$ cat src/source/icache_cfg_regs.sv
`default_nettype none

module icache_cfg_regs (
  input  logic        clk_i,
  input  logic        rst_n_i,
  input  logic        cfg_we_i,
  input  logic [1:0]  cfg_wdata_i,
  input  logic        hit_i,
  input  logic        flush_done_i,
  output logic        cache_en_o,
  output logic        flush_start_o,
  output logic        flush_busy_o,
  output logic [15:0] hit_count_o
);

  // Start pulse comes straight from the write, ignored while a sweep runs
  assign flush_start_o = cfg_we_i & cfg_wdata_i[1] & ~flush_busy_o;

  always_ff @(posedge clk_i) begin
    if (!rst_n_i) begin
      cache_en_o   <= 1'b0;
      flush_busy_o <= 1'b0;
      hit_count_o  <= '0;
    end else begin
      if (cfg_we_i) begin
        cache_en_o <= cfg_wdata_i[0];
      end
      // Busy from the cycle after the write to the last swept set
      if (flush_start_o) begin
        flush_busy_o <= 1'b1;
      end else if (flush_done_i) begin
        flush_busy_o <= 1'b0;
      end
      // Counter sticks at all ones
      if (hit_i && (hit_count_o != '1)) begin
        hit_count_o <= hit_count_o + 16'd1;
      end
    end
  end

endmodule

`default_nettype wire

$ cat config.mk
export PLATFORM = sky130hd
export DESIGN_NAME = icache_cfg_regs
export DESIGN_NICKNAME = d
export VERILOG_FILES = /design/src/source/icache_cfg_regs.sv
export SDC_FILE = /design/constraint.sdc
export NUM_CORES = 1
export LEC_CHECK = 0
export ABC_AREA = 1
export BUFFER_PORTS_ARGS = -buffer_cell sky130_fd_sc_hd__buf_4
export CAP_MARGIN = 10
export CORE_ASPECT_RATIO = 1.2
export CORE_MARGIN = 3
export CORE_UTILIZATION = 50
export DETAILED_ROUTE_END_ITERATION = 16
export MAX_ROUTING_LAYER = met4
export PLACE_DENSITY = 0.86
export SYNTH_ARGS = -nofsm -noshare
export SYNTH_HDL_FRONTEND = slang
export SYNTH_SLANG_ARGS = --single-unit
export TNS_END_PERCENT = 10
$ cat constraint.sdc
create_clock -name clk_i -period 2.2 [get_ports clk_i]
set_input_delay 0.33 -clock clk_i [delete_from_list [all_inputs] [get_ports clk_i]]
set_output_delay 0.33 -clock clk_i [all_outputs]
set_load 0.005 [all_outputs]
Word level (Yosys, flattened, before mapping)
Cells that the tools add are included.

Logic and storage cells: 12. Bits of input ports: 7. Output and inout bits: 19. Flip-flop bits (word level): 18.

Eq/ne operators: 1. Bitwise operators: 3. Add/subtract/negate cells: 1. Multiplexer cells: 2. Reductions and logical operators: 2.

Operators with widths (count): $add A16 B1 Y16 const B (1); $ne A16 B16 Y1 const B (1); $and A1 B1 Y1 (2); $mux W1 (2); $reduce_bool A2 Y1 (1); $logic_and A1 B1 Y1 (1); $not A1 Y1 (1).

Depth between registers and ports, before layout
Gate-level depths: netlist of run 1.

Depth in word-level cells: 3. Depth in mapped cells: 9. Mapped depth without buffers: 9.

Worst setup path after synthesis of run 1
No wires, ideal clock.

Path kind: reg2reg. Start point: register hit_count_o[0]. End point: register hit_count_o[11]. Arrival: 1.273 ns. Data required time: 2.085 ns. Path buffers: 1. Cell stages (with the launch flop): 8. Slack: 0.812 ns. Clock period less this slack: 1.388 ns. Library setup time: 0.115 ns. Cell sequence: dfxtp_1 -> ha_1 -> nand3_2 -> nor2_2 -> nand3_2 -> buf_6 -> a21oi_1 -> nor2_1.

Word-level cells in the longest chain between the ends: 2. Elaborated cells on any way between the ends: 3. Classes of those cells: add/sub: 1; eq/ne: 1; reduce/logical: 1.

Ends and longest elaborated chain: start: declaration (line 13) `output logic [15:0] hit_count_o`; start signal: assignment (line 36) `hit_count_o <= hit_count_o + 16'd1;`; parallel branches: the longest is 2 deep, another holds $add A16 B1 Y16.

Parallel ways; which one is timed is not known. A chain may end at the register's enable or synchronous reset.

Worst setup path after layout of run 1
Start point: register hit_count_o[0]. End point: register hit_count_o[9].

Same word-level chain as after synthesis.

==> results of run 1 <==
cells by family after synthesis:
| kind of cell | share of synthesized area [%] |
|---|---|
| buffers and inverters | 9.60 |
| and+or+nand+nor | 45.1 |
| DFF | 35.5 |
| AOI/OAI and AO/OA | 8.62 |
| adders and majority gates | 1.23 |
registers in the layout, indices dropped and copies added (netlist names):
signal,count
cache_en_o,1
flush_busy_o,1
hit_count_o,16
area by class of cell:
type	count	area (sq um)
Clock buffer	4	36.3
Multi-Input combinational cell	122	558
Sequential cell	18	360
Inverter	18	67.6
Timing Repair Buffer	25	188
Tap cell	19	23.8
Fill cell	166	638
report_power, final:
part           leakage [nW]  internal, mW  switching (mW)
clock                0.0210         0.101           0.105
sequential            0.146         0.332         0.00539
combinational         0.395        0.0233          0.0232
layer usage:
| metal | global-route usage (%) | routed length (um) |
|---|---|---|
| met1 | 24.1 | 985 |
| met2 | 32.8 | 1110 |
| met3 | 2.28 | 202 |
| met4 | 9.49 | 89 |
| met5 | - | 0 |
worst paths after layout:
check	cells after the start	slack [ps]	endpoint
setup / recovery	6	640	hit_count_o[9]
hold / removal	2	210	cache_en_o
setup reg to reg	6	640	hit_count_o[9]
hold reg to reg	2	530	hit_count_o[1]
worst reg2reg max path, delay by kind of cell (launching register included):
kind	cells	cell delay [ps]
fa+ha+maj	1	230
simple gates	4	590
flops	1	410
compound gates	1	220
layout by cell type, fill, tap and decap left out, types with 2 or more instances in the layout:
cell	instances
a21oi_1	10
buf_4	25
clkbuf_4	3
dfxtp_1	18
inv_1	17
nand2_1	36
nand3_1	10
nand3_2	3
nand4_1	4
nor2_1	42
nor2_2	3
nor3_1	2
o21ai_0	6
stage by stage:
stage / instance area, sq um / setup WS, ps / utilization (%) / std cells
after floorplan: 1020 / 812 / - / 161
after global placement: 1200 / 766 / 64.0 / 202
after detailed placement: 1200 / 657 / 64.0 / 202
after CTS: 1230 / 651 / 65.9 / 206
after global routing: 1230 / 512 / 65.9 / 206
final: 1230 / 642 / 65.9 / 206
==> run summary, run 1 <==
The tools report the buffer depth of the longest clock path as 2. The number of antenna diodes in the final layout is 0. Setup repair after global routing left no endpoint under its margin. The congestion estimate from routability-driven global placement came to 0.877. Headroom to the max-slew limit came out at 77.9%. Required time of the worst setup path: 2400 ps.

Yosys mapped a number of flops with a built-in enable equal to 0. Timing would allow up to 642 MHz. Entering global routing, the biggest net connects 19 pins. For the number of buffers inserted by hold repair at cts, the log shows 0. During placement, the flow inserted port buffers numbering 25.

The overall track demand over capacity in global routing came out at 20.3%. Number of distinct library cells after synthesis: 21. nor2_1 is the most common cell in the netlist. In this run, post-CTS repair resized a total of 0 instances. For the number of pins with negative max-slew slack in the final report, the log shows 0.

The clock-pin slew on the worst setup and hold paths came out at 100 ps. For this run the aggregate overflow at the end of global routing stands at 0. Row generation in the floorplan step produced 17 rows. The via density per instance came out at 5.53.

For the final routed database, the setup TNS stands at 0 ps. The worst setup path startpoint is hit_count_o[0]. After layout, the worst path uses 70.8% of the clock period. The number of global-route vias before repair is 1036, and the die outline height is 55.4 um. The largest delay contributor family on the critical path is simple AND/OR/NAND/NOR gates.

In this run the cell area of the synthesized design comes to 1020 sq um. Post-CTS timing repair inserted 0 buffers for setup. The library cell contributing the largest single delay on the critical path was dfxtp_1. The startpoint identified for the worst register-to-register timing path is hit_count_o[0]. The run gives 0 as the total of endpoints with negative setup slack in the final report.

The class of the most critical hold timing path is in2reg. The first global-routing pass estimated 4.01 mm of wire. Max-cap violations in this run came to 0.

At the worst endpoint, the arrival time is 1760 ps. The classification of the worst setup path is reg2reg. Relative to the synthesized area, the layout overhead comes to 21.4%.

The static leakage is 0.562 nW, and the biggest fanout along the worst timing path is 12. Via count of the routed design: 1139. The synthesized flop and latch total is 18, and the die span in x is 47.2 um.

The most used cell along the critical path is nand3_2. Hold is met by 210 ps. Counting the buffers created by CTS gives 3. At the end of the flow, the number of nets in the layout was 196. The maximum level of the CTS H-tree is 1. After detailed routing, the number of remaining DRC violations is 0.

The wire length per cell after detailed routing works out to 11.6 um. The commonest register cell after synthesis was dfxtp_1. The clock period minus final worst setup slack was 1560 ps; the buffering stage count on the worst path with inverters included was 0. Of the cells placed in the final design, the portion with a size suffix greater than 1 is 20.3%.

The routed design has 2.38 mm of wire. The tools report the critical path launch point type as a flop. The cell taking the most area after synthesis is dfxtp_1. Synthesis handed over a netlist of 161 instances.

During synthesis, Yosys emitted a total of 0 warnings. Dividing total power by cell area gives a power density of 478 nW/um^2. The run gives 0.984 ps as the worst clock skew on the final layout. For the pin with the worst max-slew slack, the measured transition is 329 ps. The initial antenna violation count was 0; the iteration-0 DRC count of the detailed router was 36. By area the synthesized netlist is led by dfxtp_1 (35%), nor2_1 (16%), nand2_1 (13%). The first TritonRoute pass finished after 4 iterations. The tree is rooted in a clkbuf_4. The die covers 2610 sq um. Detailed placement ended at an HPWL of 1.79 mm. In the synthesized netlist, the cells that appear most often are nor2_1 (42), nand2_1 (36), dfxtp_1 (18).

The placeable core region is 1870 sq um. STA classifies the critical path endpoint as a flop. In this run the remaining antenna-violating nets after routing total 0.

The number of nets handed over by synthesis was 169. On the worst path, the slowest cell contributes a delay of 410 ps. The critical path goes through ha_1 -> nand3_2 -> nor2_2 -> nand3_2 -> a21oi_1 -> nor2_1. CTS saw 18 sinks.

The total power after layout is 0.589 mW, and the mean cell area of the mapped netlist is 6.31 sq um. The initial utilization of the core area, before any placement, comes to 54.3%. For the worst-skew pair, the clock arrives at the later sink with an insertion delay of 300 ps.

The worst voltage drop across the vdd grid came out at 0.383 mV. The top cell type by area accounts for 35.5% of the synthesized area. The number of failing hold endpoints at the final stage came out at 0.

The sequential-to-total area share from yosys stat was 35.5%. For this run, asynchronously set or reset flops after synthesis account for 0%. The flow ran to the end, and the final reports show no timing, DRC or antenna violations. The I/O pin total was 26.

TritonCTS built the clock tree. Beginning of the worst hold path: cfg_we_i.
Power figures use the tool's default switching activity.
==> inputs of run 2 (changes only) <==
--- a/config.mk
+++ b/config.mk
@@ -10,10 +10,10 @@
 export CAP_MARGIN = 10
 export CORE_ASPECT_RATIO = 1.2
 export CORE_MARGIN = 3
-export CORE_UTILIZATION = 50
+export CORE_UTILIZATION = 46
 export DETAILED_ROUTE_END_ITERATION = 16
 export MAX_ROUTING_LAYER = met4
-export PLACE_DENSITY = 0.86
+export PLACE_DENSITY = 0.84
 export SYNTH_ARGS = -nofsm -noshare
 export SYNTH_HDL_FRONTEND = slang
 export SYNTH_SLANG_ARGS = --single-unit
==> constraint.sdc (replaced) <==
create_clock -name clk_i -period 1.3 [get_ports clk_i]
set_input_delay 0.195 -clock clk_i [delete_from_list [all_inputs] [get_ports clk_i]]
set_output_delay 0.195 -clock clk_i [all_outputs]
set_load 0.005 [all_outputs]
==> run summary, run 2 (same netlist as run 1, synthesis figures left out) <==
OpenSTA, run right after detailed placement, puts the worst setup slack at -73.4 ps. Number of pins with negative max-slew slack in the final report: 0. The initialized floorplan defines 18 standard-cell rows. The I/O pin total is 26.

In the final routed layout, each cell accounts on average for 11.9 um. The initial core utilization came out at 49.0%. In this run the worst path has a maximum fanout of 5. The buffering stage count on the worst path with inverters included is 1. For the register-to-register setup slack, the log shows -30 ps.

The classification of the worst setup path is reg2reg. The sum of overflow across all layers after global routing came out at 0. The placeable core region was 2070 sq um; the total of endpoints with negative setup slack in the final report was 9.

Detailed placement ended at an HPWL of 2.15 mm. The run finished, with violations left. Of the cells placed in the final design, the portion with a size suffix greater than 1 is 37.8%. For this design, the slowest cell found on the critical path is dfxtp_4.

Slew of the pin with the lowest slew margin: 345 ps. The clock period minus final worst setup slack is 1330 ps, and the number of global-route vias before repair is 1189. The worst-skew pair later-pin latency is 310 ps. Setup repair after global routing could not meet its margin everywhere. No sink is reached through more buffers than the 2 on the longest clock path. The critical path launch point type was a flop.

The first global-routing pass estimated 4.76 mm of wire. The tools report the worst slack on hold paths as 63.9 ps. CTS saw 18 sinks.

The congestion estimate from routability-driven global placement came to 0.932. In this run, post-CTS hold repair placed 0 buffers. TritonCTS built the clock tree.

In the layout the commonest cells are buf_4 (47), nor2_1 (34), nand2_1 (33), inv_1 (17), dfxtp_1 (12). The worst setup slack after layout is -31.1 ps, and the total routed wirelength is 2.86 mm. The run gives 2810 sq um as the floorplan die area. Class of the most critical hold timing path: in2reg. The clock-pin slew on the worst setup and hold paths works out to 110 ps.

The sort of element at the end of the critical path was a flop. The signal arrival time at the worst endpoint came out at 1580 ps. The die is 48.9 um wide. In this design, the largest share of critical-path delay is due to simple AND/OR/NAND/NOR gates. Walking the worst path, the cells encountered are ha_4 -> nand3_4 -> nor2_4 -> nand2_2 -> buf_4 -> nand4_1 -> nand2_1 -> nor2_1.

The post-detailed-route count of antenna-violating nets was 0; the iteration-0 DRC count of the detailed router was 57. Port buffering added 25 buffers. The final reports fail on setup timing. The reported max-cap violation count was 0. The relative max-transition margin was 76.9%. The tools report the initial antenna violation count as 0. The largest registers in the layout are hit_count_o: 16 flops, cache_en_o: 1 flops, flush_busy_o: 1 flops. The total CTS buffers was 3.

Summed over all cells, the static leakage comes to 0.683 nW. For the worst setup path, the data required time is 1550 ps. In this run the power density over the cells is 690 nW/um^2. The clock tree root buffer cell is clkbuf_4. The library cell used most frequently in the layout, excluding fill and tap cells, is buf_4. Number of flip-flops in the largest register: 16. The detailed router placed 1242 vias in this run. For this run, the post-layout net count is 218. The logs give 0.580 mV for the worst voltage drop across the vdd grid and 751 MHz for the upper clock frequency limit. The maximum level of the CTS H-tree was 1; the post-detailed-route DRC marker count was 0. The logs give 0 for the number of failing hold endpoints at the final stage and 0 for the antenna diode count.

Dividing the detail-routed via count by the number of cells gives 5.20. Ranked by flip-flop count, first place goes to hit_count_o. For this run, the total global-route usage over all layers was measured as 21.9%.

The first-pass detailed-route iteration total was 4. The die outline height works out to 57.5 um. The stage delay of the slowest cell on the critical path is 380 ps. Relative to the synthesized area, the layout overhead comes to 46.9%. The largest net degree at the start of global routing was 19; the worst clock skew on the final layout was 4.99 ps. The ratio of final minimum period to clock period was 102%.
run 2: area by class of cell:
cell class | count | area, sq um
clock buffers | 4 | 36.3
fillers | 174 | 579
inverters | 18 | 67.6
multi-input cells | 122 | 628
flip-flops and latches | 18 | 370
well taps | 30 | 37.5
repair buffers | 47 | 353
run 2: through the flow:
stage / cells / TNS [ps] / instance area [sq um] / utilization (%) / power (mW)
detailed placement: 234 / -420 / 1380 / 66.8 / 0.677
floorplan: 161 / 0 / 1030 / - / 0.629
CTS: 239 / -35.3 / 1460 / 70.7 / 1.02
finish: 239 / -126 / 1490 / 72.0 / 1.03
global placement: 234 / 0 / 1380 / 66.8 / 0.672
global route: 239 / -1420 / 1490 / 72.0 / 1.07
run 2: worst paths after layout:
path                        from         endpoint  cells after the start
setup / recovery  hit_count_o[0]  hit_count_o[13]                      8
hold / removal          cfg_we_i       cache_en_o                      2
setup reg to reg  hit_count_o[0]  hit_count_o[13]                      8
hold reg to reg       cache_en_o       cache_en_o                      2
run 2: what timing repair did:
item,4_1_cts,5_1_grt
resized for setup,9,12
pin swaps,2,2
setup endpoints to repair,13,16
buffers inserted,1,0
gates cloned,0,0
run 2: per-layer routing:
| layer | vias to the layer above | routed length [um] | GRT usage (%) |
|---|---|---|---|
| li1 | 608 | - | - |
| met1 | 562 | 1110 | 22.0 |
| met2 | 58 | 1450 | 41.0 |
| met3 | 14 | 189 | 3.66 |
| met4 | 0 | 110 | 10.2 |
| met5 | - | 0 | - |
run 2: report_power, final:
part | switching [mW] | total, mW | internal (mW) | leakage [nW]
clock network | 0.192 | 0.363 | 0.171 | 0.0210
registers | 0.0103 | 0.572 | 0.561 | 0.149
logic | 0.0466 | 0.0959 | 0.0493 | 0.513
run 2: worst register-to-register path, stage by stage (launching register included):
cell and delay [ps]:
dfxtp_4 380, ha_4 150, nand3_4 110, nor2_4 170
nand2_2 110, buf_4 160, nand4_1 70, nand2_1 60
nor2_1 80
