$ cat src/source/icache_settings.svh
`ifndef ICACHE_SETTINGS_SVH
`define ICACHE_SETTINGS_SVH

// Fetch address width, one byte-addressed 32-bit word
`define ICACHE_ADDR_W 32

// Associativity
`define ICACHE_WAYS 4

// Number of sets and the index width that selects one
`define ICACHE_SETS 16
`define ICACHE_IDX_W 4

// Instructions per line
`define ICACHE_LINE_WORDS 4

// Line offset in bytes: 2 word bits plus 2 byte bits
`define ICACHE_OFS_W 4

// Instruction width
`define ICACHE_INSTR_W 32

`endif

$ cat src/source/icache_pkg.sv
`default_nettype none

`include "icache_settings.svh"

package icache_pkg;

  // Control step from the CU to the memory-control decoder
  typedef enum logic [1:0] {
    NoCtrl,
    ReadSet,
    WriteLineAndTag,
    InvalidSet
  } icache_ctrl_e;

  // Tag is whatever is left above index and offset
  typedef logic [`ICACHE_ADDR_W-`ICACHE_IDX_W-`ICACHE_OFS_W-1:0] icache_tag_t;

  // Field view of a fetch address
  typedef struct packed {
    icache_tag_t                tag;
    logic [`ICACHE_IDX_W-1:0]   idx;
    logic [`ICACHE_OFS_W-1:0]   ofs;
  } icache_addr_fields_t;

  // Same word seen raw or split into fields
  typedef union packed {
    logic [`ICACHE_ADDR_W-1:0]  raw;
    icache_addr_fields_t        f;
  } icache_addr_u;

  // Whole line, word 0 in the low bits
  typedef logic [`ICACHE_LINE_WORDS*`ICACHE_INSTR_W-1:0] icache_line_t;

  // One tag/valid entry
  typedef struct packed {
    logic        valid;
    icache_tag_t tag;
  } icache_tv_t;

  // One-hot way select
  typedef logic [`ICACHE_WAYS-1:0] icache_replace_vec_t;

endpackage

`default_nettype wire

$ cat src/source/icache_mem_if.sv
`default_nettype none

`include "icache_settings.svh"

interface icache_mem_if;

  // Byte lanes of one data line
  localparam int BE_W = `ICACHE_LINE_WORDS * `ICACHE_INSTR_W / 8;

  // Data array strobes, one entry per way
  logic [`ICACHE_WAYS-1:0]           data_cs;
  logic [`ICACHE_WAYS-1:0]           data_we;
  logic [`ICACHE_WAYS-1:0][BE_W-1:0] data_be;

  // Tag/valid strobes; be bit 1 is the tag field, bit 0 the valid field
  logic [`ICACHE_WAYS-1:0]           tv_cs;
  logic [`ICACHE_WAYS-1:0]           tv_we;
  logic [`ICACHE_WAYS-1:0][1:0]      tv_be;

  modport ctrl (output data_cs, data_we, data_be, tv_cs, tv_we, tv_be);
  modport mem  (input  data_cs, data_we, data_be, tv_cs, tv_we, tv_be);

endinterface

`default_nettype wire

$ cat src/source/icache_mem_ctrl.sv
`default_nettype none

`include "icache_settings.svh"

module icache_mem_ctrl (
  input  icache_pkg::icache_ctrl_e        cond_ctrl_i,
  input  logic                            mem_ctrl_en_i,
  input  icache_pkg::icache_replace_vec_t replace_vec_i,
  icache_mem_if.ctrl                      mem_ctrl_o
);

  always_comb begin
    // Nothing selected unless a step is enabled
    mem_ctrl_o.data_cs = '0;
    mem_ctrl_o.data_we = '0;
    mem_ctrl_o.data_be = '0;
    mem_ctrl_o.tv_cs   = '0;
    mem_ctrl_o.tv_we   = '0;
    mem_ctrl_o.tv_be   = '0;
    if (mem_ctrl_en_i) begin
      case (cond_ctrl_i)
        icache_pkg::ReadSet: begin
          // All ways of both arrays read together
          for (int k = 0; k < `ICACHE_WAYS; k++) begin
            mem_ctrl_o.data_cs[k] = 1'b1;
            mem_ctrl_o.data_be[k] = '1;
            mem_ctrl_o.tv_cs[k]   = 1'b1;
            mem_ctrl_o.tv_be[k]   = 2'b11;
          end
        end
        icache_pkg::WriteLineAndTag: begin
          // Only the victim way is selected
          for (int k = 0; k < `ICACHE_WAYS; k++) begin
            mem_ctrl_o.data_cs[k] = replace_vec_i[k];
            mem_ctrl_o.data_we[k] = 1'b1;
            mem_ctrl_o.data_be[k] = '1;
            mem_ctrl_o.tv_cs[k]   = replace_vec_i[k];
            mem_ctrl_o.tv_we[k]   = 1'b1;
            mem_ctrl_o.tv_be[k]   = 2'b11;
          end
        end
        icache_pkg::InvalidSet: begin
          // Valid field only; the tags stay untouched
          for (int k = 0; k < `ICACHE_WAYS; k++) begin
            mem_ctrl_o.tv_cs[k] = 1'b1;
            mem_ctrl_o.tv_we[k] = 1'b1;
            mem_ctrl_o.tv_be[k] = 2'b01;
          end
        end
        default: begin
        end
      endcase
    end
  end

endmodule

`default_nettype wire

$ cat src/flat_wrapper.sv
// flat-port wrapper written by rule: the top's interface ports become plain ports
module icache_mem_ctrl_flat 
  (cond_ctrl_i, mem_ctrl_en_i, replace_vec_i, mem_ctrl_o_data_cs, mem_ctrl_o_data_we, mem_ctrl_o_data_be, mem_ctrl_o_tv_cs, mem_ctrl_o_tv_we, mem_ctrl_o_tv_be);
  icache_mem_if mem_ctrl_o_i ();
  input  icache_pkg::icache_ctrl_e cond_ctrl_i;
  input  logic mem_ctrl_en_i;
  input  icache_pkg::icache_replace_vec_t replace_vec_i;
  output wire logic [$bits(mem_ctrl_o_i.data_cs)-1:0] mem_ctrl_o_data_cs;
  output wire logic [$bits(mem_ctrl_o_i.data_we)-1:0] mem_ctrl_o_data_we;
  output wire logic [$bits(mem_ctrl_o_i.data_be)-1:0] mem_ctrl_o_data_be;
  output wire logic [$bits(mem_ctrl_o_i.tv_cs)-1:0] mem_ctrl_o_tv_cs;
  output wire logic [$bits(mem_ctrl_o_i.tv_we)-1:0] mem_ctrl_o_tv_we;
  output wire logic [$bits(mem_ctrl_o_i.tv_be)-1:0] mem_ctrl_o_tv_be;
  assign mem_ctrl_o_data_cs = mem_ctrl_o_i.data_cs;
  assign mem_ctrl_o_data_we = mem_ctrl_o_i.data_we;
  assign mem_ctrl_o_data_be = mem_ctrl_o_i.data_be;
  assign mem_ctrl_o_tv_cs = mem_ctrl_o_i.tv_cs;
  assign mem_ctrl_o_tv_we = mem_ctrl_o_i.tv_we;
  assign mem_ctrl_o_tv_be = mem_ctrl_o_i.tv_be;
  icache_mem_ctrl u_core (.cond_ctrl_i(cond_ctrl_i), .mem_ctrl_en_i(mem_ctrl_en_i), .replace_vec_i(replace_vec_i), .mem_ctrl_o(mem_ctrl_o_i));
endmodule
$ cat config.mk
export PLATFORM = sky130hd
export DESIGN_NAME = icache_mem_ctrl_flat
export DESIGN_NICKNAME = d
export VERILOG_FILES = /design/src/source/icache_pkg.sv /design/src/source/icache_mem_if.sv /design/src/source/icache_mem_ctrl.sv /design/src/flat_wrapper.sv
export VERILOG_INCLUDE_DIRS = /design/src /design/src/source
export SDC_FILE = /design/constraint.sdc
export NUM_CORES = 1
export LEC_CHECK = 0
export BUFFER_PORTS_ARGS = -buffer_cell sky130_fd_sc_hd__buf_2
export CORE_MARGIN = 5
export CORE_UTILIZATION = 37
export DETAILED_ROUTE_END_ITERATION = 16
export GPL_TIMING_DRIVEN = 0
export PLACE_DENSITY = 0.91
export SYNTH_ARGS = -nofsm -noshare
export SYNTH_HDL_FRONTEND = slang
export SYNTH_SLANG_ARGS = --single-unit
export TNS_END_PERCENT = 100
$ cat constraint.sdc
create_clock -name vclk -period 6.2
set_clock_uncertainty 0.05 [all_clocks]
set_input_delay 1.24 -clock vclk [all_inputs]
set_output_delay 1.24 -clock vclk [all_outputs]
set_load 0.01 [all_outputs]
# [After elaboration in Yosys (flattened, before gate mapping)]
# Index checks and enable logic that the tools add are counted.
[word_totals] regBits=0 input_bits=7 out_inout_bits=88 wordCells=18
[classes] n_eq_ne=3 mux=12 n_reduce_logical=3
[ops] operator="64-bit 2-to-1 mux" count=2
[ops] operator="4-bit 2-to-1 mux" count=6
[ops] operator="4-bit case mux with 2 select lines" count=2
[ops] operator="8-bit case mux with 2 select lines" count=1
[ops] operator="8-bit 2-to-1 mux" count=1
[ops] operator="2-bit OR reduction" count=3
[ops] operator="2-bit == test, second input constant" count=2
[ops] operator="2-bit by 1-bit == test with 1-bit output, second input constant" count=1

# [Longest topological paths before layout]
# Gate-level depths: netlist of run 1.
[depth] depth_word=4 mapped_depth=5 mapped_depth_nobuf=4

# [Worst setup path after synthesis of run 1]
# No wires, ideal clock.
[synth_path] path_type="input to output" from="in cond_ctrl_i[0]" to="out mem_ctrl_o_data_be[10]" arrival_ns=2.981 required_ns=4.910 slack_ns=1.929 path_stages=5 n_path_buf=1 cell_sequence="inv_1 > ha_1 > nand2_1 > inv_1 > buf_4"
[synth_via] elab_chain_cells=4 elab_cells_between_ends=5 classes_between="eq/ne: 2; mux: 2; reduce/logical: 1"
[synth_rtl] element="start, declared" line="flat_wrapper.sv:5" rtl="input icache_pkg::icache_ctrl_e cond_ctrl_i;"
[synth_rtl] element="2-bit by 1-bit == test with 1-bit output / 2-bit == test (equally long branches)" line="icache_mem_ctrl.sv:21" rtl="case (cond_ctrl_i)"
[synth_rtl] element="2-bit OR reduction (no source line) *"
[synth_rtl] element="64-bit 2-to-1 mux *" line="icache_mem_ctrl.sv:21"
[synth_rtl] element="64-bit 2-to-1 mux *" line="icache_mem_ctrl.sv:20" rtl="if (mem_ctrl_en_i) begin"
[synth_rtl] element="end, declared" line="flat_wrapper.sv:10" rtl="output wire logic [$bits(mem_ctrl_o_i.data_be)-1:0] mem_ctrl_o_data_be;"
# Mark *: on every way between the ends. The rest lies on a longest branch, timed or not.

# [Worst setup path in the final report of run 1]
[layout_path] from="in cond_ctrl_i[0]" to="out mem_ctrl_o_tv_be[7]"
[layout_via] elab_chain_cells=4 elab_cells_between_ends=6 classes_between="eq/ne: 3; mux: 2; reduce/logical: 1"
[layout_rtl] element="2-bit by 1-bit == test with 1-bit output / 2-bit == test (equally long branches)" line="icache_mem_ctrl.sv:21"
[layout_rtl] element="2-bit OR reduction (no source line)"
[layout_rtl] element="8-bit case mux with 2 select lines *" line="icache_mem_ctrl.sv:21"
[layout_rtl] element="8-bit 2-to-1 mux *" line="icache_mem_ctrl.sv:20"
[layout_rtl] element="end, declared" line="flat_wrapper.sv:13" rtl="output wire logic [$bits(mem_ctrl_o_i.tv_be)-1:0] mem_ctrl_o_tv_be;"
# Marked as above.

==> results of run 1 <==
## metal layers
layer	GRT usage, %	wire (µm)	vias up
met5	0	0	-
met4	1.21	0	0
met3	2.68	476	0
met2	24.2	950	63
met1	11.6	729	329
li1	-	-	441
## area by class of cell
type | count | share of cell area [%]
inverter | 4 | 1.19
timing repair buffer | 95 | 37.6
buffer | 77 | 45.7
multi-input combinational | 26 | 12.9
tap | 27 | 2.67
## worst paths after layout
kind / startpoint / end / slack, ns / cells after the start
setup / recovery: cond_ctrl_i[0] / mem_ctrl_o_tv_be[7] / 2.01 / 7
hold / removal: replace_vec_i[3] / mem_ctrl_o_data_cs[3] / 2.77 / 4
## critical path: stages
cell and delay (ns):
sky130_fd_sc_hd__buf_2 0.10, sky130_fd_sc_hd__inv_1 0.07, sky130_fd_sc_hd__ha_1 0.28, sky130_fd_sc_hd__nand2_1 0.13
sky130_fd_sc_hd__inv_2 0.71, sky130_fd_sc_hd__buf_4 0.23, sky130_fd_sc_hd__buf_2 0.12
## Yosys cell counts
library cell	number	area share, %
sky130_fd_sc_hd__buf_4	77	76
sky130_fd_sc_hd__a21oi_1	8	5.3
sky130_fd_sc_hd__ha_1	5	8.3
sky130_fd_sc_hd__nand2_1	5	2.5
sky130_fd_sc_hd__inv_1	4	2.0
sky130_fd_sc_hd__nor2_1	4	2.0
sky130_fd_sc_hd__and2_1	1	0.83
sky130_fd_sc_hd__nand2b_1	1	0.83
sky130_fd_sc_hd__nor2_2	1	0.83
sky130_fd_sc_hd__o21a_1	1	0.99
## kinds of logic after synthesis
kind of cell | count (synthesis)
adders and majority gates | 5
buffers and inverters | 81
AOI/OAI and AO/OA | 9
and+or+nand+nor | 12
## metrics by stage
step / total power [mW] / util (%) / worst slack, ns
after floorplan: 0.0926 / - / 1.93
after global placement: 0.141 / 64.5 / 1.47
after detailed placement: 0.140 / 64.5 / 1.98
after CTS: 0.140 / 64.5 / 1.98
after global routing: 0.151 / 64.5 / 1.82
final: 0.138 / 64.5 / 2.01
## report_power, final
group | internal [mW] | total [mW] | switching (mW)
clock network | 0 | 0 | 0
logic | 0.0767 | 0.138 | 0.0610
registers | 0 | 0 | 0
==> parameters.txt, run 1 <==
Parameter                              Value

Status
  Status    complete, no violations

Final layout
  Area Overhead vs Synth    67.4%
  Net total in the final layout    around 220
  Area used by multi-input combinational logic    roughly 160 µm²
  Most frequent cells in the layout    95 x sky130_fd_sc_hd__buf_2, 77 x sky130_fd_sc_hd__buf_4, 8 x sky130_fd_sc_hd__a21oi_1
  Cell area after layout    ~0.0013 mm²
  Layout clock buffer count    0
  Count of placed standard cells in the final layout, fillers left out    between 200 and 250
  Fraction of layout cells with a size suffix above 1    between 80% and 90%
  Antenna fix cells    0
  Total number of sequential cells    0
  Layout fillers    181
  Commonest non-fill, non-tap cell in the layout    sky130_fd_sc_hd__buf_2
  Sequential standard cell area    0 µm²

STA
  Total setup violations reported at the end of the flow    0
  Hold Fails Final Rpt    0
  Worst Hold Slack    2.77 ns
  Maximum clock frequency    approximately 240 MHz
  Setup_tns    0 ns
  Actual transition at the worst max-transition pin    between 0.9 and 1 ns
  Min cycle time layout    roughly 4.2 ns
  Max_slew headroom    between 30% and 40%
  Crit share post-route    about two thirds
  Unrepaired setup endpoints after global routing    no
  Number of pins with negative max-slew slack in the final report    0

Global route
  GRT Total Usage    11.6%
  First-pass GRT wire length    2770 µm
  Initial antenna violation count    0
  Via count of the first global-routing pass    ~670
  Pin count of the biggest net entering global routing    roughly 70
  Leftover overflow at the end of global routing    0

Die
  Total die area    0.00305 mm²
  Placeable core region    0.00196 mm²
  Io pins    95
  Die X-Extent    ~55 µm
  Starting density of the core    about two fifths
  Vert. Die Dim    about 55 µm
  Placement row count    16

Synth
  Share of the synthesized area in compound gates (AO/OA/AOI/OAI)    under 10%
  Syn. warnings    0
  Post-synthesis simple-gate area fraction    between 6 and 7%
  Mean Syn Cell Area    roughly 7.1 µm²
  Xor/xnor cell area share of the yosys netlist    0%
  Syn Inst Count    between 100 and 150
  Fraction of the mapped netlist area in adder cells    about 8.3%
  Multiplexer share of the synthesized area    0%
  Number of library cell types mapped by synthesis    10
  Largest family of logic cells by synthesized area    buffers and inverters
  Seq/Total Area, Yosys    0%
  Synthesized area    around 760 µm²
  Net count of the mapped netlist    ~120

Setup path
  Worst endpoint data arrival time    slightly below 3 ns
  Crit path max fanout    68
  Crit start category    input pin
  Required @ worst endpoint    4.91 ns
  Kind of end point of the critical path    output pin
  Path type of the worst setup path    input pin to output pin

Place
  Placed Cells    229
  GP Congestion    about 0.73
  Final HPWL from detailed placement    roughly 1900 µm
  Number of port buffers    95
  Post-detailed-placement cell area    about 0.0013 mm²

Drt
  Router iterations before antenna repair    2
  DR iter-0 viols    4
  Residual antenna-violating net count after detailed routing    0
  Sum of routed wire length over all layers    around 2200 µm
  Routed via count    833
  Post-detailed-route via-to-cell ratio    around 3.6
  DR WL/cell    between 9 and 10 µm
  Drt drc    0

Clock network
  Count of hold-fix buffers inserted at cts    0
  Resized Gates After CTS    0
  Setup fix buffers added after clock tree synthesis    0

Pwr
  Pwr/cell area    roughly 110 mW/mm²
  Max IR drop VDD    69.1 µV
  Leak    between 0.9 and 1 nW

Run
  Maximum capacitance violations    0

Hold path
  Type of the most critical hold path    input pin to output pin
(Power assumes the default switching activity.)
==> run 2: changes to the inputs <==
--- a/config.mk
+++ b/config.mk
@@ -8,10 +8,10 @@
 export LEC_CHECK = 0
 export BUFFER_PORTS_ARGS = -buffer_cell sky130_fd_sc_hd__buf_2
 export CORE_MARGIN = 5
-export CORE_UTILIZATION = 37
+export CORE_UTILIZATION = 31
 export DETAILED_ROUTE_END_ITERATION = 16
 export GPL_TIMING_DRIVEN = 0
-export PLACE_DENSITY = 0.91
+export PLACE_DENSITY = 0.81
 export SYNTH_ARGS = -nofsm -noshare
 export SYNTH_HDL_FRONTEND = slang
 export SYNTH_SLANG_ARGS = --single-unit
==> constraint.sdc (replaced) <==
create_clock -name vclk -period 3.7
set_clock_uncertainty 0.05 [all_clocks]
set_input_delay 0.74 -clock vclk [all_inputs]
set_output_delay 0.74 -clock vclk [all_outputs]
set_load 0.01 [all_outputs]
==> parameters.txt, run 2 (synthesis gave the netlist of run 1 again) <==
Parameter                              Value

Place
  Final HPWL from detailed placement    1860 µm (-2.0%)
  GP Congestion    0.714 (-1.8%)
  Post-detailed-placement cell area    0.00127 mm² (about the same)
  Number of port buffers    95 (unchanged)
  Worst slack, placed    0.498 ns (-1.48 ns)

Global route
  GRT busiest layer    met2
  Initial antenna violation count    0 (unchanged)
  Met3 Usage GRT    1.96% (-0.72 points)
  Leftover overflow at the end of global routing    0 (unchanged)
  First-pass GRT wire length    2900 µm (+4.5%)
  Met2 usage in global routing    20.6% (-3.6 points)
  GRT Total Usage    9.75% (-1.8 points)
  Via count of the first global-routing pass    660 (-1.9%)
  Pin count of the biggest net entering global routing    69 (unchanged)
  Routing usage on met1    10.1% (-1.5 points)

Final layout
  Area used by multi-input combinational logic    163 µm² (unchanged)
  Layout fillers    230 (+27%)
  Net total in the final layout    216 (unchanged)
  Post-route core utilization    55.6% (-8.8 points)
  Fraction of layout cells with a size suffix above 1    86.1% (unchanged)
  Sequential standard cell area    0 µm² (unchanged)
  Cell area after layout    0.00127 mm² (about the same)
  Layout clock buffer count    0 (unchanged)
  Antenna fix cells    0 (unchanged)
  Area Overhead vs Synth    67.5% (about the same)
  Total number of sequential cells    0 (unchanged)
  Commonest non-fill, non-tap cell in the layout    sky130_fd_sc_hd__buf_2
  Most frequent cells in the layout    95 x sky130_fd_sc_hd__buf_2, 77 x sky130_fd_sc_hd__buf_4, 8 x sky130_fd_sc_hd__a21oi_1

Drt
  Residual antenna-violating net count after detailed routing    0 (unchanged)
  DR WL/cell    9.23 µm (-2.0%)
  Sum of routed wire length over all layers    2120 µm (-1.6%)
  Routed via count    787 (-5.5%)
  Post-detailed-route via-to-cell ratio    3.42 (-5.9%)
  Router iterations before antenna repair    2 (unchanged)
  DR iter-0 viols    18 (+14)
  Drt drc    0 (unchanged)

Run
  Maximum capacitance violations    0 (unchanged)

Die
  Die X-Extent    59.4 µm (+7.6%)
  Total die area    0.00353 mm² (+16%)
  Vert. Die Dim    59.4 µm (+7.6%)
  Io pins    95 (unchanged)
  Placement row count    17 (+1)
  Placeable core region    0.00228 mm² (+16%)
  Starting density of the core    33.2% (-5.3 points)

Clock network
  Setup fix buffers added after clock tree synthesis    0 (unchanged)
  Count of hold-fix buffers inserted at cts    0 (unchanged)
  Resized Gates After CTS    0 (unchanged)

STA
  Max_slew headroom    35.8% (-1.6 points)
  Actual transition at the worst max-transition pin    0.961 ns (+0.0247 ns)
  Unrepaired setup endpoints after global routing    no
  Crit share post-route    between 80% and 90%
  Maximum clock frequency    312 MHz
  Number of pins with negative max-slew slack in the final report    0 (unchanged)
  Total setup violations reported at the end of the flow    0 (unchanged)
  Min cycle time layout    about 3.2 ns
  Setup_tns    0 ns (unchanged)
  Final setup slack of the worst path    0.492 ns (-1.51 ns)
  Hold Fails Final Rpt    0 (unchanged)

Hold path
  Type of the most critical hold path    input pin to output pin
  Number of cells on the worst hold path    4 (unchanged)
  Sink of the worst hold path    mem_ctrl_o_data_cs[3]
  Min-Delay Startpoint    replace_vec_i[3]

Setup path
  Path type of the worst setup path    input pin to output pin
  Required @ worst endpoint    2.91 ns (-2.00 ns)
  Crit path max fanout    68 (unchanged)
  Crit start category    input pin
  Kind of end point of the critical path    output pin
  Worst endpoint data arrival time    2.42 ns (-0.48 ns)

Pwr
  Pwr/cell area    182 mW/mm² (+67%)
  Max IR drop VDD    118 µV (+71%)
  Leak    0.943 nW (unchanged)

Status
  Status    complete, no violations
==> run 2: cell counts in the layout (fill, tap and decap cells not counted) <==
No cell type changed its count.
==> run 2: per-layer routing <==
layer  part of all wire [%]  routed length (µm)
met5                      0                   0
met1                     32                 688
met3                     12                 258
met2                     55                1180
met4                      0                   0
==> run 2: worst max-delay path: stages <==
cell and delay [ns]:
sky130_fd_sc_hd__buf_2 0.11, sky130_fd_sc_hd__inv_1 0.07, sky130_fd_sc_hd__ha_1 0.28, sky130_fd_sc_hd__nand2_1 0.12, sky130_fd_sc_hd__inv_2 0.73, sky130_fd_sc_hd__buf_4 0.23, sky130_fd_sc_hd__buf_2 0.13
==> run 2: how the worst max path moves through the flow <==
| stage | start | slack, ns | depth (start not counted) | endpoint |
|---|---|---|---|---|
| after CTS | cond_ctrl_i[0] | 0.49 | 7 | mem_ctrl_o_data_be[53] |
| final | cond_ctrl_i[0] | 0.49 | 7 | mem_ctrl_o_data_be[53] |
| after floorplan | cond_ctrl_i[0] | 0.43 | 5 | mem_ctrl_o_data_be[10] |
| after detailed placement | cond_ctrl_i[0] | 0.50 | 7 | mem_ctrl_o_data_be[53] |
| after global placement | cond_ctrl_i[0] | -0.03 | 7 | mem_ctrl_o_data_be[5] |
| after global routing | cond_ctrl_i[1] | 0.31 | 7 | mem_ctrl_o_data_be[4] |
==> run 2: final cells by class <==
class / instances / area share [%]
plain buffers: 77 / 45.7
repair buffers: 95 / 37.5
inverters: 4 / 1.19
well taps: 28 / 2.77
multi-input cells: 26 / 12.8
==> run 2: where the power goes <==
group | internal [mW] | switching (mW)
logic | 0.129 | 0.102
clock network | 0 | 0
registers | 0 | 0
==> run 2: per-stage QoR <==
| stage | power [mW] | hold WS, ns | std cells |
|---|---|---|---|
| 2_1_floorplan | 0.155 | 1.56 | 107 |
| 5_1_grt | 0.251 | 1.80 | 230 |
| 3_3_place_gp | 0.236 | 1.78 | 230 |
| 4_1_cts | 0.234 | 1.78 | 230 |
| 6_report | 0.230 | 1.78 | 230 |
| 3_5_place_dp | 0.233 | 1.77 | 230 |
