$ cat config.mk
export PLATFORM = sky130hd
export DESIGN_NAME = icache_hit_logic
export DESIGN_NICKNAME = d
export VERILOG_FILES = /design/src/source/icache_pkg.sv /design/src/source/icache_hit_logic.sv
export VERILOG_INCLUDE_DIRS = /design/src /design/src/source
export SDC_FILE = /design/constraint.sdc
export NUM_CORES = 1
export LEC_CHECK = 0
export ABC_AREA = 1
export BUFFER_PORTS_ARGS = -buffer_cell sky130_fd_sc_hd__buf_2
export CAP_MARGIN = 20
export CORE_AREA = 2 2 311 313
export DETAILED_ROUTE_END_ITERATION = 10
export DIE_AREA = 0 0 313 315
export PLACE_DENSITY = 0.3
export SYNTH_ARGS = -nofsm -noshare
export SYNTH_HDL_FRONTEND = slang
export SYNTH_SLANG_ARGS = --single-unit
$ cat constraint.sdc
create_clock -name vclk -period 7
set_input_delay 1.75 -clock vclk [all_inputs]
set_output_delay 1.75 -clock vclk [all_outputs]
set_load 0.1 [all_outputs]
$ cat src/source/icache_settings.svh
`ifndef ICACHE_SETTINGS_SVH
`define ICACHE_SETTINGS_SVH

// Fetch address width, one byte-addressed 32-bit word
`define ICACHE_ADDR_W 32

// Associativity
`define ICACHE_WAYS 4

// Number of sets and the index width that selects one
`define ICACHE_SETS 16
`define ICACHE_IDX_W 4

// Instructions per line
`define ICACHE_LINE_WORDS 4

// Line offset in bytes: 2 word bits plus 2 byte bits
`define ICACHE_OFS_W 4

// Instruction width
`define ICACHE_INSTR_W 32

`endif

$ cat src/source/icache_pkg.sv
`default_nettype none

`include "icache_settings.svh"

package icache_pkg;

  // Control step from the CU to the memory-control decoder
  typedef enum logic [1:0] {
    NoCtrl,
    ReadSet,
    WriteLineAndTag,
    InvalidSet
  } icache_ctrl_e;

  // Tag is whatever is left above index and offset
  typedef logic [`ICACHE_ADDR_W-`ICACHE_IDX_W-`ICACHE_OFS_W-1:0] icache_tag_t;

  // Field view of a fetch address
  typedef struct packed {
    icache_tag_t                tag;
    logic [`ICACHE_IDX_W-1:0]   idx;
    logic [`ICACHE_OFS_W-1:0]   ofs;
  } icache_addr_fields_t;

  // Same word seen raw or split into fields
  typedef union packed {
    logic [`ICACHE_ADDR_W-1:0]  raw;
    icache_addr_fields_t        f;
  } icache_addr_u;

  // Whole line, word 0 in the low bits
  typedef logic [`ICACHE_LINE_WORDS*`ICACHE_INSTR_W-1:0] icache_line_t;

  // One tag/valid entry
  typedef struct packed {
    logic        valid;
    icache_tag_t tag;
  } icache_tv_t;

  // One-hot way select
  typedef logic [`ICACHE_WAYS-1:0] icache_replace_vec_t;

endpackage

`default_nettype wire

$ cat src/source/icache_hit_logic.sv
`default_nettype none

`include "icache_settings.svh"

module icache_hit_logic (
  input  icache_pkg::icache_addr_u  fetch_addr_i,
  input  icache_pkg::icache_tv_t    rd_tv_i [`ICACHE_WAYS],
  input  icache_pkg::icache_line_t  rd_line_i [`ICACHE_WAYS],
  input  icache_pkg::icache_line_t  refill_line_i,
  input  logic                      use_refill_i,
  output logic                      hit_o,
  output logic [`ICACHE_WAYS-1:0]   valid_vec_o,
  output logic [`ICACHE_INSTR_W-1:0] fetch_instr_o
);

  logic [`ICACHE_WAYS-1:0]    hit_vec;
  icache_pkg::icache_line_t   sel_line;
  logic [`ICACHE_OFS_W-3:0]   word_sel;

  // Word index drops the two byte bits
  assign word_sel = fetch_addr_i.f.ofs[`ICACHE_OFS_W-1:2];

  always_comb begin
    sel_line = '0;
    for (int w = 0; w < `ICACHE_WAYS; w++) begin
      valid_vec_o[w] = rd_tv_i[w].valid;
      hit_vec[w]     = rd_tv_i[w].valid && (rd_tv_i[w].tag == fetch_addr_i.f.tag);
      // Hit vector is one-hot, so OR-ing the lines is a mux
      if (hit_vec[w]) begin
        sel_line = sel_line | rd_line_i[w];
      end
    end
    if (use_refill_i) begin
      sel_line = refill_line_i;
    end
  end

  assign hit_o         = |hit_vec;
  assign fetch_instr_o = sel_line[word_sel*`ICACHE_INSTR_W +: `ICACHE_INSTR_W];

endmodule

`default_nettype wire

### Yosys cells after proc, flatten, opt, wreduce, memory -nomap -nowiden

Index checks and enable logic that the tools add are counted.

* mux-type cells: 5
* equality and inequality tests: 4
* bitwise gates (word level): 3
* reductions and logical operators: 5
* shift-type cells: 1

Operator list (count)
* $mux W128: 5
* $or A128 B128 Y128: 3
* $shiftx A128 B8 Y32: 1
* $eq A24 B24 Y1: 4
* $logic_and A1 B1 Y1: 4
* $reduce_or A4 Y1: 1

* word-level logic and storage cells: 18
* output and inout bits: 37
* input port bits: 773
* register bits after elaboration: 0

### Longest topological paths before layout

Gate-level depths: netlist of run 1.

* word-level depth: 11
* mapped depth: 16
* mapped depth without buffers: 14

### Least setup slack after synthesis of run 1

No wires, ideal clock.

* path type: input port to output port
* start: in fetch_addr_i[31] in the netlist's numbering
* end: out fetch_instr_o[2]
* buffers on the path: 3
* path slack: 1581 ps
* arrival: 3669 ps
* cell stages on the path: 15
* cells stage by stage: clkbuf_2 -> inv_1 -> nand2_1 -> o21ai_0 -> nor2_1 -> nand3_1 -> nor2_1 -> buf_4 -> buf_2 -> nand3_1 -> nand3_1 -> o21ai_1 -> o21ai_1 -> nand2_1 -> nand2_1

* longest elaborated chain between the ends: 11
* elaborated cells on any way between the ends: 17

Ends and longest elaborated chain
* from (decl): RTL line icache_hit_logic.sv:6 `input icache_pkg::icache_addr_u fetch_addr_i,`
* $eq A24 B24 Y1: RTL line icache_hit_logic.sv:27 `hit_vec[w] = rd_tv_i[w].valid && (rd_tv_i[w].tag == fetch_addr_i.f.tag);`
* $logic_and A1 B1 Y1: RTL line icache_hit_logic.sv:27
* $mux W128: RTL line icache_hit_logic.sv:29 `if (hit_vec[w]) begin`
* $or A128 B128 Y128: RTL line icache_hit_logic.sv:30 `sel_line = sel_line | rd_line_i[w];`
* $mux W128: RTL line icache_hit_logic.sv:29
* $or A128 B128 Y128: RTL line icache_hit_logic.sv:30
* $mux W128: RTL line icache_hit_logic.sv:29
* $or A128 B128 Y128: RTL line icache_hit_logic.sv:30
* $mux W128 *: RTL line icache_hit_logic.sv:29
* $mux W128 *: RTL line icache_hit_logic.sv:33 `if (use_refill_i) begin`
* $shiftx A128 B8 Y32 *: RTL line icache_hit_logic.sv:39 `` assign fetch_instr_o = sel_line[word_sel*`ICACHE_INSTR_W +: `ICACHE_INSTR_W]; ``
* to (decl): RTL line icache_hit_logic.sv:13 `` output logic [`ICACHE_INSTR_W-1:0] fetch_instr_o ``

Mark *: on every way between the ends. The rest lies on a longest branch, timed or not.

### Worst setup path in the final report of run 1

* start: in fetch_addr_i[24] in the netlist's numbering
* end: out fetch_instr_o[22]

The elaborated chain is that of the path after synthesis.

==> impl_metrics.json, run 1 <==
{
  "nets": 3328,
  "seq_area_frac_synth_pct": 0,
  "ys_types": 24,
  "ant_nets": 0,
  "num_rows": 114,
  "first_pass_iters": 5,
  "hold_depth": 2,
  "arrival_ns": 4.83,
  "fmax_mhz": 152,
  "power_density_mw_per_mm2": 54.4,
  "critPathTopFamily": "simple AND/OR/NAND/NOR gates",
  "post-route-cell-area_sq_mm": 0.0141,
  "period_share_pct": 94.0,
  "hold_viol_final": 0,
  "port-buffer-count": 804,
  "start_util_pct": 8.51,
  "postCtsHoldBufs": 0,
  "clockBufferCount": 0,
  "setup_viol": 0,
  "synth_top_area_cell": "nand3_1",
  "slew_violations": 0,
  "gr-total-overflow": 0,
  "post-cts-setup-buffer-count": 0,
  "grt_pass1_vias": 14900,
  "place_area_sq_mm": 0.0141,
  "min_to": "valid_vec_o[2]",
  "via_count": 15100,
  "worstPathCellList": "buf_2 -> xnor2_1 -> nand2_1 -> nor2_1 -> nand3_1 -> nor2_4 -> buf_12 -> nand2_1 -> nand3_1 -> o21ai_1 -> o21ai_1 -> nand2_1 -> nand2_1 -> buf_2",
  "max_stage_delay_ns": 0.46,
  "drt-total-wl_mm": 87.8,
  "cp.required_ns": 5.25,
  "path_buf_inv": 3,
  "seq_cells": 0,
  "grt_usage_pct": 16.7,
  "die_h_um": 315,
  "drtIter0Drc": 971,
  "synthCells": 1845,
  "yosysWarningCount": 0,
  "worst_slew_pin_slew_ns": 0.860,
  "syn_nets": 2618,
  "syn-cell-area_sq_mm": 0.00815,
  "yosys-top-cells-area": "nand3_1 (32%), nand2_1 (27%), nor2_1 (13%), o21ai_0 (5.7%), o21ai_1 (4.0%)",
  "startpoint_type": "input pin",
  "slew-limit-headroom_pct": 42.6,
  "layout-drive-gt1-share_pct": 34.7,
  "cts-resized-gates": 0,
  "die_w_um": 313,
  "worstSetupPathType": "in -> out",
  "min_period_ns": 6.58,
  "cp_slowest_cell": "xnor2_1",
  "wl_per_cell_um": 22.9,
  "critPathMostFrequentCell": "nand2_1",
  "dieArea_sq_mm": 0.0986,
  "tns_ns": 0,
  "end_kind": "primary output",
  "synth_top_area_share_pct": 32.1,
  "antenna_found_initial": 53,
  "via_per_inst": 3.95,
  "path_max_fanout": 56,
  "gp_congestion": 0.879,
  "syn_avg_cell_area_sq_um": 4.42,
  "grt_pass1_wl_mm": 117,
  "p_leak_uw": 0.00740,
  "hold_path_class": "in -> out",
  "post-route-drc-count": 0,
  "grt_max_degree": 73,
  "outcome": "complete, no violations",
  "path_depth": 14,
  "maxCapViolCount": 0,
  "coreArea_sq_mm": 0.0957,
  "ff_latch_area_sq_um": 0,
  "vdd_drop_max_uv": 23.2,
  "grt_setup_unrepaired": "no",
  "hpwl_mm": 76.3,
  "area_growth_pct": 72.9,
  "hp-start": "rd_tv_i[49]",
  "ios": 810
}
-- placed cells by master (no fill, tap or decap), drive strengths merged --
| cell | count |
|---|---|
| o211ai | 1 |
| nand2 | 587 |
| xor2 | 1 |
| nand3 | 522 |
| buf | 861 |
| o21bai | 1 |
| xnor2 | 24 |
| diode | 9 |
| or2 | 1 |
| o21ai | 157 |
| nor2 | 288 |
| a21boi | 3 |
| nand4 | 5 |
| inv | 100 |
| nor3 | 1 |
| a21oi | 1 |
-- metrics by stage --
| stage | hold WS, ns | utilization, % | setup WS (ns) | power, uW | std cells |
|---|---|---|---|---|---|
| after CTS | 3.89 | 14.7 | 0.241 | 790 | 3829 |
| after global routing | 3.89 | 14.7 | 0.184 | 837 | 3834 |
| after global placement | 3.89 | 14.7 | 0.232 | 784 | 3829 |
| final | 3.89 | 14.7 | 0.421 | 767 | 3838 |
| after floorplan | 3.71 | - | 1.58 | 339 | 1845 |
| after detailed placement | 3.89 | 14.7 | 0.258 | 786 | 3829 |
-- synth_stat cells --
| cell | count |
|---|---|
| nor2_2 | 4 |
| nor2_1 | 284 |
| o21ai_1 | 65 |
| xor2_1 | 1 |
| nand3_1 | 522 |
| inv_2 | 15 |
| a21boi_0 | 1 |
| o21ai_0 | 92 |
| or2_0 | 1 |
| a21oi_1 | 1 |
| inv_1 | 84 |
| nor3_1 | 1 |
| a21boi_1 | 2 |
| o211ai_1 | 1 |
| o21bai_1 | 1 |
| nand4_1 | 5 |
| nand2_1 | 587 |
| clkbuf_1 | 42 |
| clkinv_1 | 1 |
| buf_1 | 13 |
| buf_4 | 32 |
| clkbuf_2 | 2 |
| buf_2 | 64 |
| xnor2_1 | 24 |
-- layer usage --
metal,wire length (um),global-route usage [%]
met5,141,0
met4,1620,2.60
met2,42900,29.8
met3,5920,3.01
met1,37200,21.1
-- power breakdown --
part | total, uW | switching [uW] | leakage [uW] | internal [uW]
Combinational | 767 | 477 | 0.00740 | 290
Clock | 0.000174 | 0 | 0.0000000570 | 0.000174
Sequential | 0 | 0 | 0 | 0
Total | 767 | 477 | 0.00740 | 290
-- how the worst max path moves through the flow --
stage | from | endpoint | slack (ns)
CTS | fetch_addr_i[24] | fetch_instr_o[24] | 0.24
detailed placement | fetch_addr_i[24] | fetch_instr_o[24] | 0.26
global route | fetch_addr_i[24] | fetch_instr_o[27] | 0.18
floorplan | fetch_addr_i[31] | fetch_instr_o[2] | 1.58
finish | fetch_addr_i[24] | fetch_instr_o[22] | 0.42
global placement | fetch_addr_i[24] | fetch_instr_o[24] | 0.23
-- layout make-up --
cell class | instances | area (sq um)
fill | 11700 | 81600
antenna | 9 | 22.5
timing repair buffer | 861 | 5050
tap | 1276 | 1600
multi-input combinational | 1592 | 7040
inverter | 100 | 385
-- logic make-up (layout without fill, tap and decap cells) --
| family | count (synthesis) | in the layout | synth area share [%] |
|---|---|---|---|
| simple gates | 1404 | 1404 | 73.0 |
| compound gates | 163 | 163 | 10.2 |
| xor+xnor | 25 | 25 | 2.69 |
| buf+inv | 253 | 961 | 14.1 |
| other cells | 0 | 9 | 0 |
Power figures use the tool's default switching activity.
==> inputs of run 2 (changes only) <==
==> constraint.sdc (replaced) <==
create_clock -name vclk -period 7
set_input_delay 0.7 -clock vclk [all_inputs]
set_output_delay 0.7 -clock vclk [all_outputs]
set_load 0.1 [all_outputs]
==> run 2 against run 1 <==
Against the previous run:
- sequential cell count did not move
- utilization shrank 0.59 points
- count of clock-buffer cells in the layout unchanged
- first-iteration DRC count decreased by 6.2%
- sequential share of layout area unchanged
- die area is the same
- fmax rose by 32%
- routed wire length is 0.27% higher
- power decreased by 6.0%
- non-clock buffer count fell by 18
- via count shrank 0.54%
- setup slack improved by 1.6 ns
- largest cell class unchanged
- largest power group unchanged
==> impl_metrics.json, run 2 (synthesized netlist as in run 1, its figures left out) <==
{
  "path_buf_inv": 3,
  "whs_ns": 1.78,
  "max_stage_delay_ns": 0.59,
  "vdd_drop_max_uv": 24.6,
  "worstPathCellList": "buf_2 -> a21boi_0 -> nand2_1 -> nor2_1 -> nand2_1 -> nor2_4 -> buf_12 -> nand3_1 -> nand3_1 -> o21ai_0 -> nand2_1 -> nand2_1 -> nand2_1 -> buf_2",
  "path_max_fanout": 56,
  "arrival_ns": 4.28,
  "nFillCells": 11700,
  "coreArea_sq_mm": 0.0957,
  "startpoint_type": "input pin",
  "ff_latch_area_sq_um": 0,
  "final_util_pct": 14.1,
  "post-route-cell-area_sq_mm": 0.0135,
  "slew-limit-headroom_pct": 36.5,
  "p_comb_share_pct": 100.0,
  "slew_violations": 0,
  "die_w_um": 313,
  "pwr-share-seq_pct": 0,
  "place_area_sq_mm": 0.0135,
  "postCtsHoldBufs": 0,
  "nets": 3310,
  "post-place-ws_ns": 1.89,
  "cp_slowest_cell": "nor2_4",
  "grt_usage_pct": 16.8,
  "power_frac_clock_pct": 0,
  "cp.required_ns": 6.30,
  "drtIter0Drc": 911,
  "outcome": "complete, no violations",
  "clockBufferCount": 0,
  "hold_viol_final": 0,
  "final_common_cell": "buf_2",
  "p_switching_uw": 470,
  "port-buffer-count": 804,
  "gp_congestion": 0.857,
  "p_leak_uw": 0.00718,
  "post-cts-setup-buffer-count": 0,
  "post-route-drc-count": 0,
  "ant_nets": 0,
  "layout-drive-gt1-share_pct": 34.2,
  "switching_share_pct": 65.2,
  "ios": 810,
  "critPathLaunch": "fetch_addr_i[13]",
  "area_growth_pct": 66.0,
  "tns_ns": 0,
  "power_density_mw_per_mm2": 53.3,
  "antenna_found_initial": 35,
  "critPathMostFrequentCell": "nand2_1",
  "grt_pass1_wl_mm": 117,
  "die_h_um": 315,
  "crit_end": "fetch_instr_o[19]",
  "setup_viol": 0,
  "internal_power_uw": 251,
  "worstSetupPathType": "in -> out",
  "grt_setup_unrepaired": "no",
  "wl_per_cell_um": 23.0,
  "path_depth": 14,
  "hold_path_class": "in -> out",
  "via_count": 15100,
  "via_per_inst": 3.94,
  "hpwl_mm": 75.2,
  "end_kind": "primary output",
  "finalWorstSetupSlack_ns": 2.02,
  "seq_cells": 0,
  "maxCapViolCount": 0,
  "grt_max_degree": 88,
  "num_rows": 114,
  "critPathTopFamily": "simple AND/OR/NAND/NOR gates",
  "gr-total-overflow": 0,
  "grt_pass1_vias": 14800,
  "first_pass_iters": 5,
  "start_util_pct": 8.51,
  "period_share_pct": 71.1,
  "cts-resized-gates": 0,
  "layout_common_cells": "buf_2 (803), nand2_1 (587), nand3_1 (522)",
  "drt-total-wl_mm": 88.0,
  "hold_depth": 2,
  "min_period_ns": 4.98,
  "worst_slew_pin_slew_ns": 0.951,
  "fmax_mhz": 201,
  "dieArea_sq_mm": 0.0986
}
## run 2: changes by cell type in the layout (fill, tap and decap cells not counted), sizes merged
cell / before / now
buf: 861 / 843
## run 2: final cells by class
type                       count  area, sq um  share of cell area [%]
antenna                        9         22.5                   0.167
inverter                     100          385                    2.85
multi-input combinational   1592         7040                    52.0
tap                         1276         1600                    11.8
timing repair buffer         843         4480                    33.1
## run 2: through the flow
stage	instances	total power, uW
6_report	3820	721
5_1_grt	3812	790
4_1_cts	3811	742
3_5_place_dp	3811	738
3_3_place_gp	3811	738
2_1_floorplan	1845	339
## run 2: power by group through the flow
stage / Combinational, uW / Sequential, uW / Clock (uW)
after floorplan: 339 / 0 / 0
after global placement: 738 / 0 / 0
after detailed placement: 738 / 0 / 0
after CTS: 742 / 0 / 0
after global routing: 790 / 0 / 0.0000191
final: 721 / 0 / 0.000124
## run 2: worst min path at each step
stage	from	to	slack (ns)
final	rd_tv_i[49]	valid_vec_o[2]	1.78
after global routing	rd_tv_i[49]	valid_vec_o[2]	1.79
after CTS	rd_tv_i[49]	valid_vec_o[2]	1.79
after detailed placement	rd_tv_i[49]	valid_vec_o[2]	1.78
after global placement	rd_tv_i[49]	valid_vec_o[2]	1.78
after floorplan	rd_tv_i[99]	valid_vec_o[0]	1.61
## run 2: per-layer routing
layer	global-route usage, %	wire length [um]
met1	21.6	38000
met3	2.81	5530
met2	30.6	43700
met5	0	85
met4	0.652	724
==> inputs of run 3 (changes only) <==
--- a/config.mk
+++ b/config.mk
@@ -9,9 +9,9 @@
 export ABC_AREA = 1
 export BUFFER_PORTS_ARGS = -buffer_cell sky130_fd_sc_hd__buf_2
 export CAP_MARGIN = 20
-export CORE_AREA = 2 2 311 313
+export CORE_AREA = 2 2 319 321
 export DETAILED_ROUTE_END_ITERATION = 10
-export DIE_AREA = 0 0 313 315
+export DIE_AREA = 0 0 321 323
 export PLACE_DENSITY = 0.3
 export SYNTH_ARGS = -nofsm -noshare
 export SYNTH_HDL_FRONTEND = slang
==> constraint.sdc (replaced) <==
create_clock -name vclk -period 5
set_input_delay 0.5 -clock vclk [all_inputs]
set_output_delay 0.5 -clock vclk [all_outputs]
set_load 0.1 [all_outputs]
==> run 3 against run 2 <==
Against the previous run:
- count of clock-buffer cells in the layout did not move
- sequential share of layout area did not move
- worst hold slack got worse by 0.40 ns
- sequential cell count did not move
- largest power group unchanged
==> impl_metrics.json, run 3 (synthesized netlist as in run 1, its figures left out) <==
{
  "period_share_pct": 82.7,
  "area_growth_pct": 69.2,
  "port-buffer-count": 804,
  "post-cts-setup-buffer-count": 0,
  "dieArea_sq_mm": 0.104,
  "setup_viol": 0,
  "p_leak_uw": 0.00728,
  "ant_nets": 0,
  "grt_pass1_vias": 15000,
  "gr-total-overflow": 0,
  "hpwl_mm": 76.7,
  "grt_max_degree": 74,
  "via_count": 15200,
  "outcome": "complete, no violations",
  "path_max_fanout": 56,
  "start_util_pct": 8.09,
  "critPathLaunch": "fetch_addr_i[27]",
  "first_pass_iters": 5,
  "worstSetupPathType": "in -> out",
  "die_h_um": 323,
  "drt-total-wl_mm": 89.2,
  "post-route-drc-count": 0,
  "hp-start": "rd_tv_i[49]",
  "slew_violations": 0,
  "final_common_cell": "buf_2",
  "die_w_um": 321,
  "coreArea_sq_mm": 0.101,
  "nets": 3322,
  "slew-limit-headroom_pct": 30.1,
  "cp.required_ns": 4.50,
  "hold_depth": 2,
  "total_power_uw": 1010,
  "postCtsHoldBufs": 0,
  "hold_path_class": "in -> out",
  "grt_pass1_wl_mm": 118,
  "layout-drive-gt1-share_pct": 34.6,
  "min_to": "valid_vec_o[2]",
  "fmax_mhz": 242,
  "hold_viol_final": 0,
  "wl_per_cell_um": 23.1,
  "grt_usage_pct": 16.1,
  "grt_setup_unrepaired": "no",
  "ios": 810,
  "clockBufferCount": 0,
  "arrival_ns": 3.63,
  "min_period_ns": 4.13,
  "vdd_drop_max_uv": 33.3,
  "startpoint_type": "input pin",
  "power_density_mw_per_mm2": 73.4,
  "ff_latch_area_sq_um": 0,
  "layout_common_cells": "buf_2 (798), nand2_1 (587), nand3_1 (522)",
  "maxCapViolCount": 0,
  "num_rows": 117,
  "antenna_found_initial": 55,
  "cts-resized-gates": 0,
  "worst_slew_pin_slew_ns": 1.05,
  "end_kind": "primary output",
  "via_per_inst": 3.92,
  "tns_ns": 0,
  "gp_congestion": 0.825,
  "seq_cells": 0,
  "drtIter0Drc": 918
}
## run 3: cell types whose count changed in the layout (fill, tap and decap cells not counted), sizes merged
cell	change
diode	+1
buf	+12
## run 3: power by group
group	switching [uW]	internal [uW]
combinational	655	357
sequential	0	0
clock	0	0.000273
total	655	357
## run 3: worst max-delay path by stage
stage	slack, ns	depth (start not counted)	end
final	0.87	15	fetch_instr_o[20]
after global routing	0.62	15	fetch_instr_o[25]
after CTS	0.80	15	fetch_instr_o[9]
after detailed placement	0.80	15	fetch_instr_o[9]
after global placement	0.80	18	fetch_instr_o[9]
after floorplan	2.08	15	fetch_instr_o[2]
## run 3: stage by stage
stage / worst slack [ns] / hold WS [ns] / utilization (%) / cell area (sq um) / std cells
after floorplan: 2.08 / 1.21 / - / 8150 / 1845
after global placement: 0.797 / 1.38 / 13.7 / 13800 / 3856
after detailed placement: 0.800 / 1.38 / 13.7 / 13800 / 3856
after CTS: 0.796 / 1.38 / 13.7 / 13800 / 3856
after global routing: 0.620 / 1.39 / 13.7 / 13800 / 3860
final: 0.865 / 1.38 / 13.7 / 13800 / 3866
## run 3: critical path: stages
cell     delay, ns
buf_2         0.15
nand2_1       0.16
nand4_1       0.12
nor2_1        0.20
nand2_1       0.13
nor2_4        0.38
buf_12        0.20
buf_12        0.24
nand3_1       0.30
nand2_1       0.12
o21ai_1       0.10
o21ai_1       0.23
nand2_1       0.09
nand2_1       0.10
buf_2         0.45
## run 3: final cells by class
cell class                 instances  area, sq um
antenna                           10         25.0
timing repair buffer             855         4700
multi-input combinational       1592         7040
fill                           12400        86900
tap                             1309         1640
inverter                         100          385
## run 3: metal layers
| layer | vias to the layer above | global-route usage [%] | part of all wire [%] |
|---|---|---|---|
| met5 | - | 0 | 0.21 |
| met4 | 32 | 2.17 | 1.8 |
| met3 | 112 | 3.80 | 7.4 |
| met2 | 637 | 29.0 | 49 |
| met1 | 6966 | 19.6 | 42 |
| li1 | 7411 | - | - |
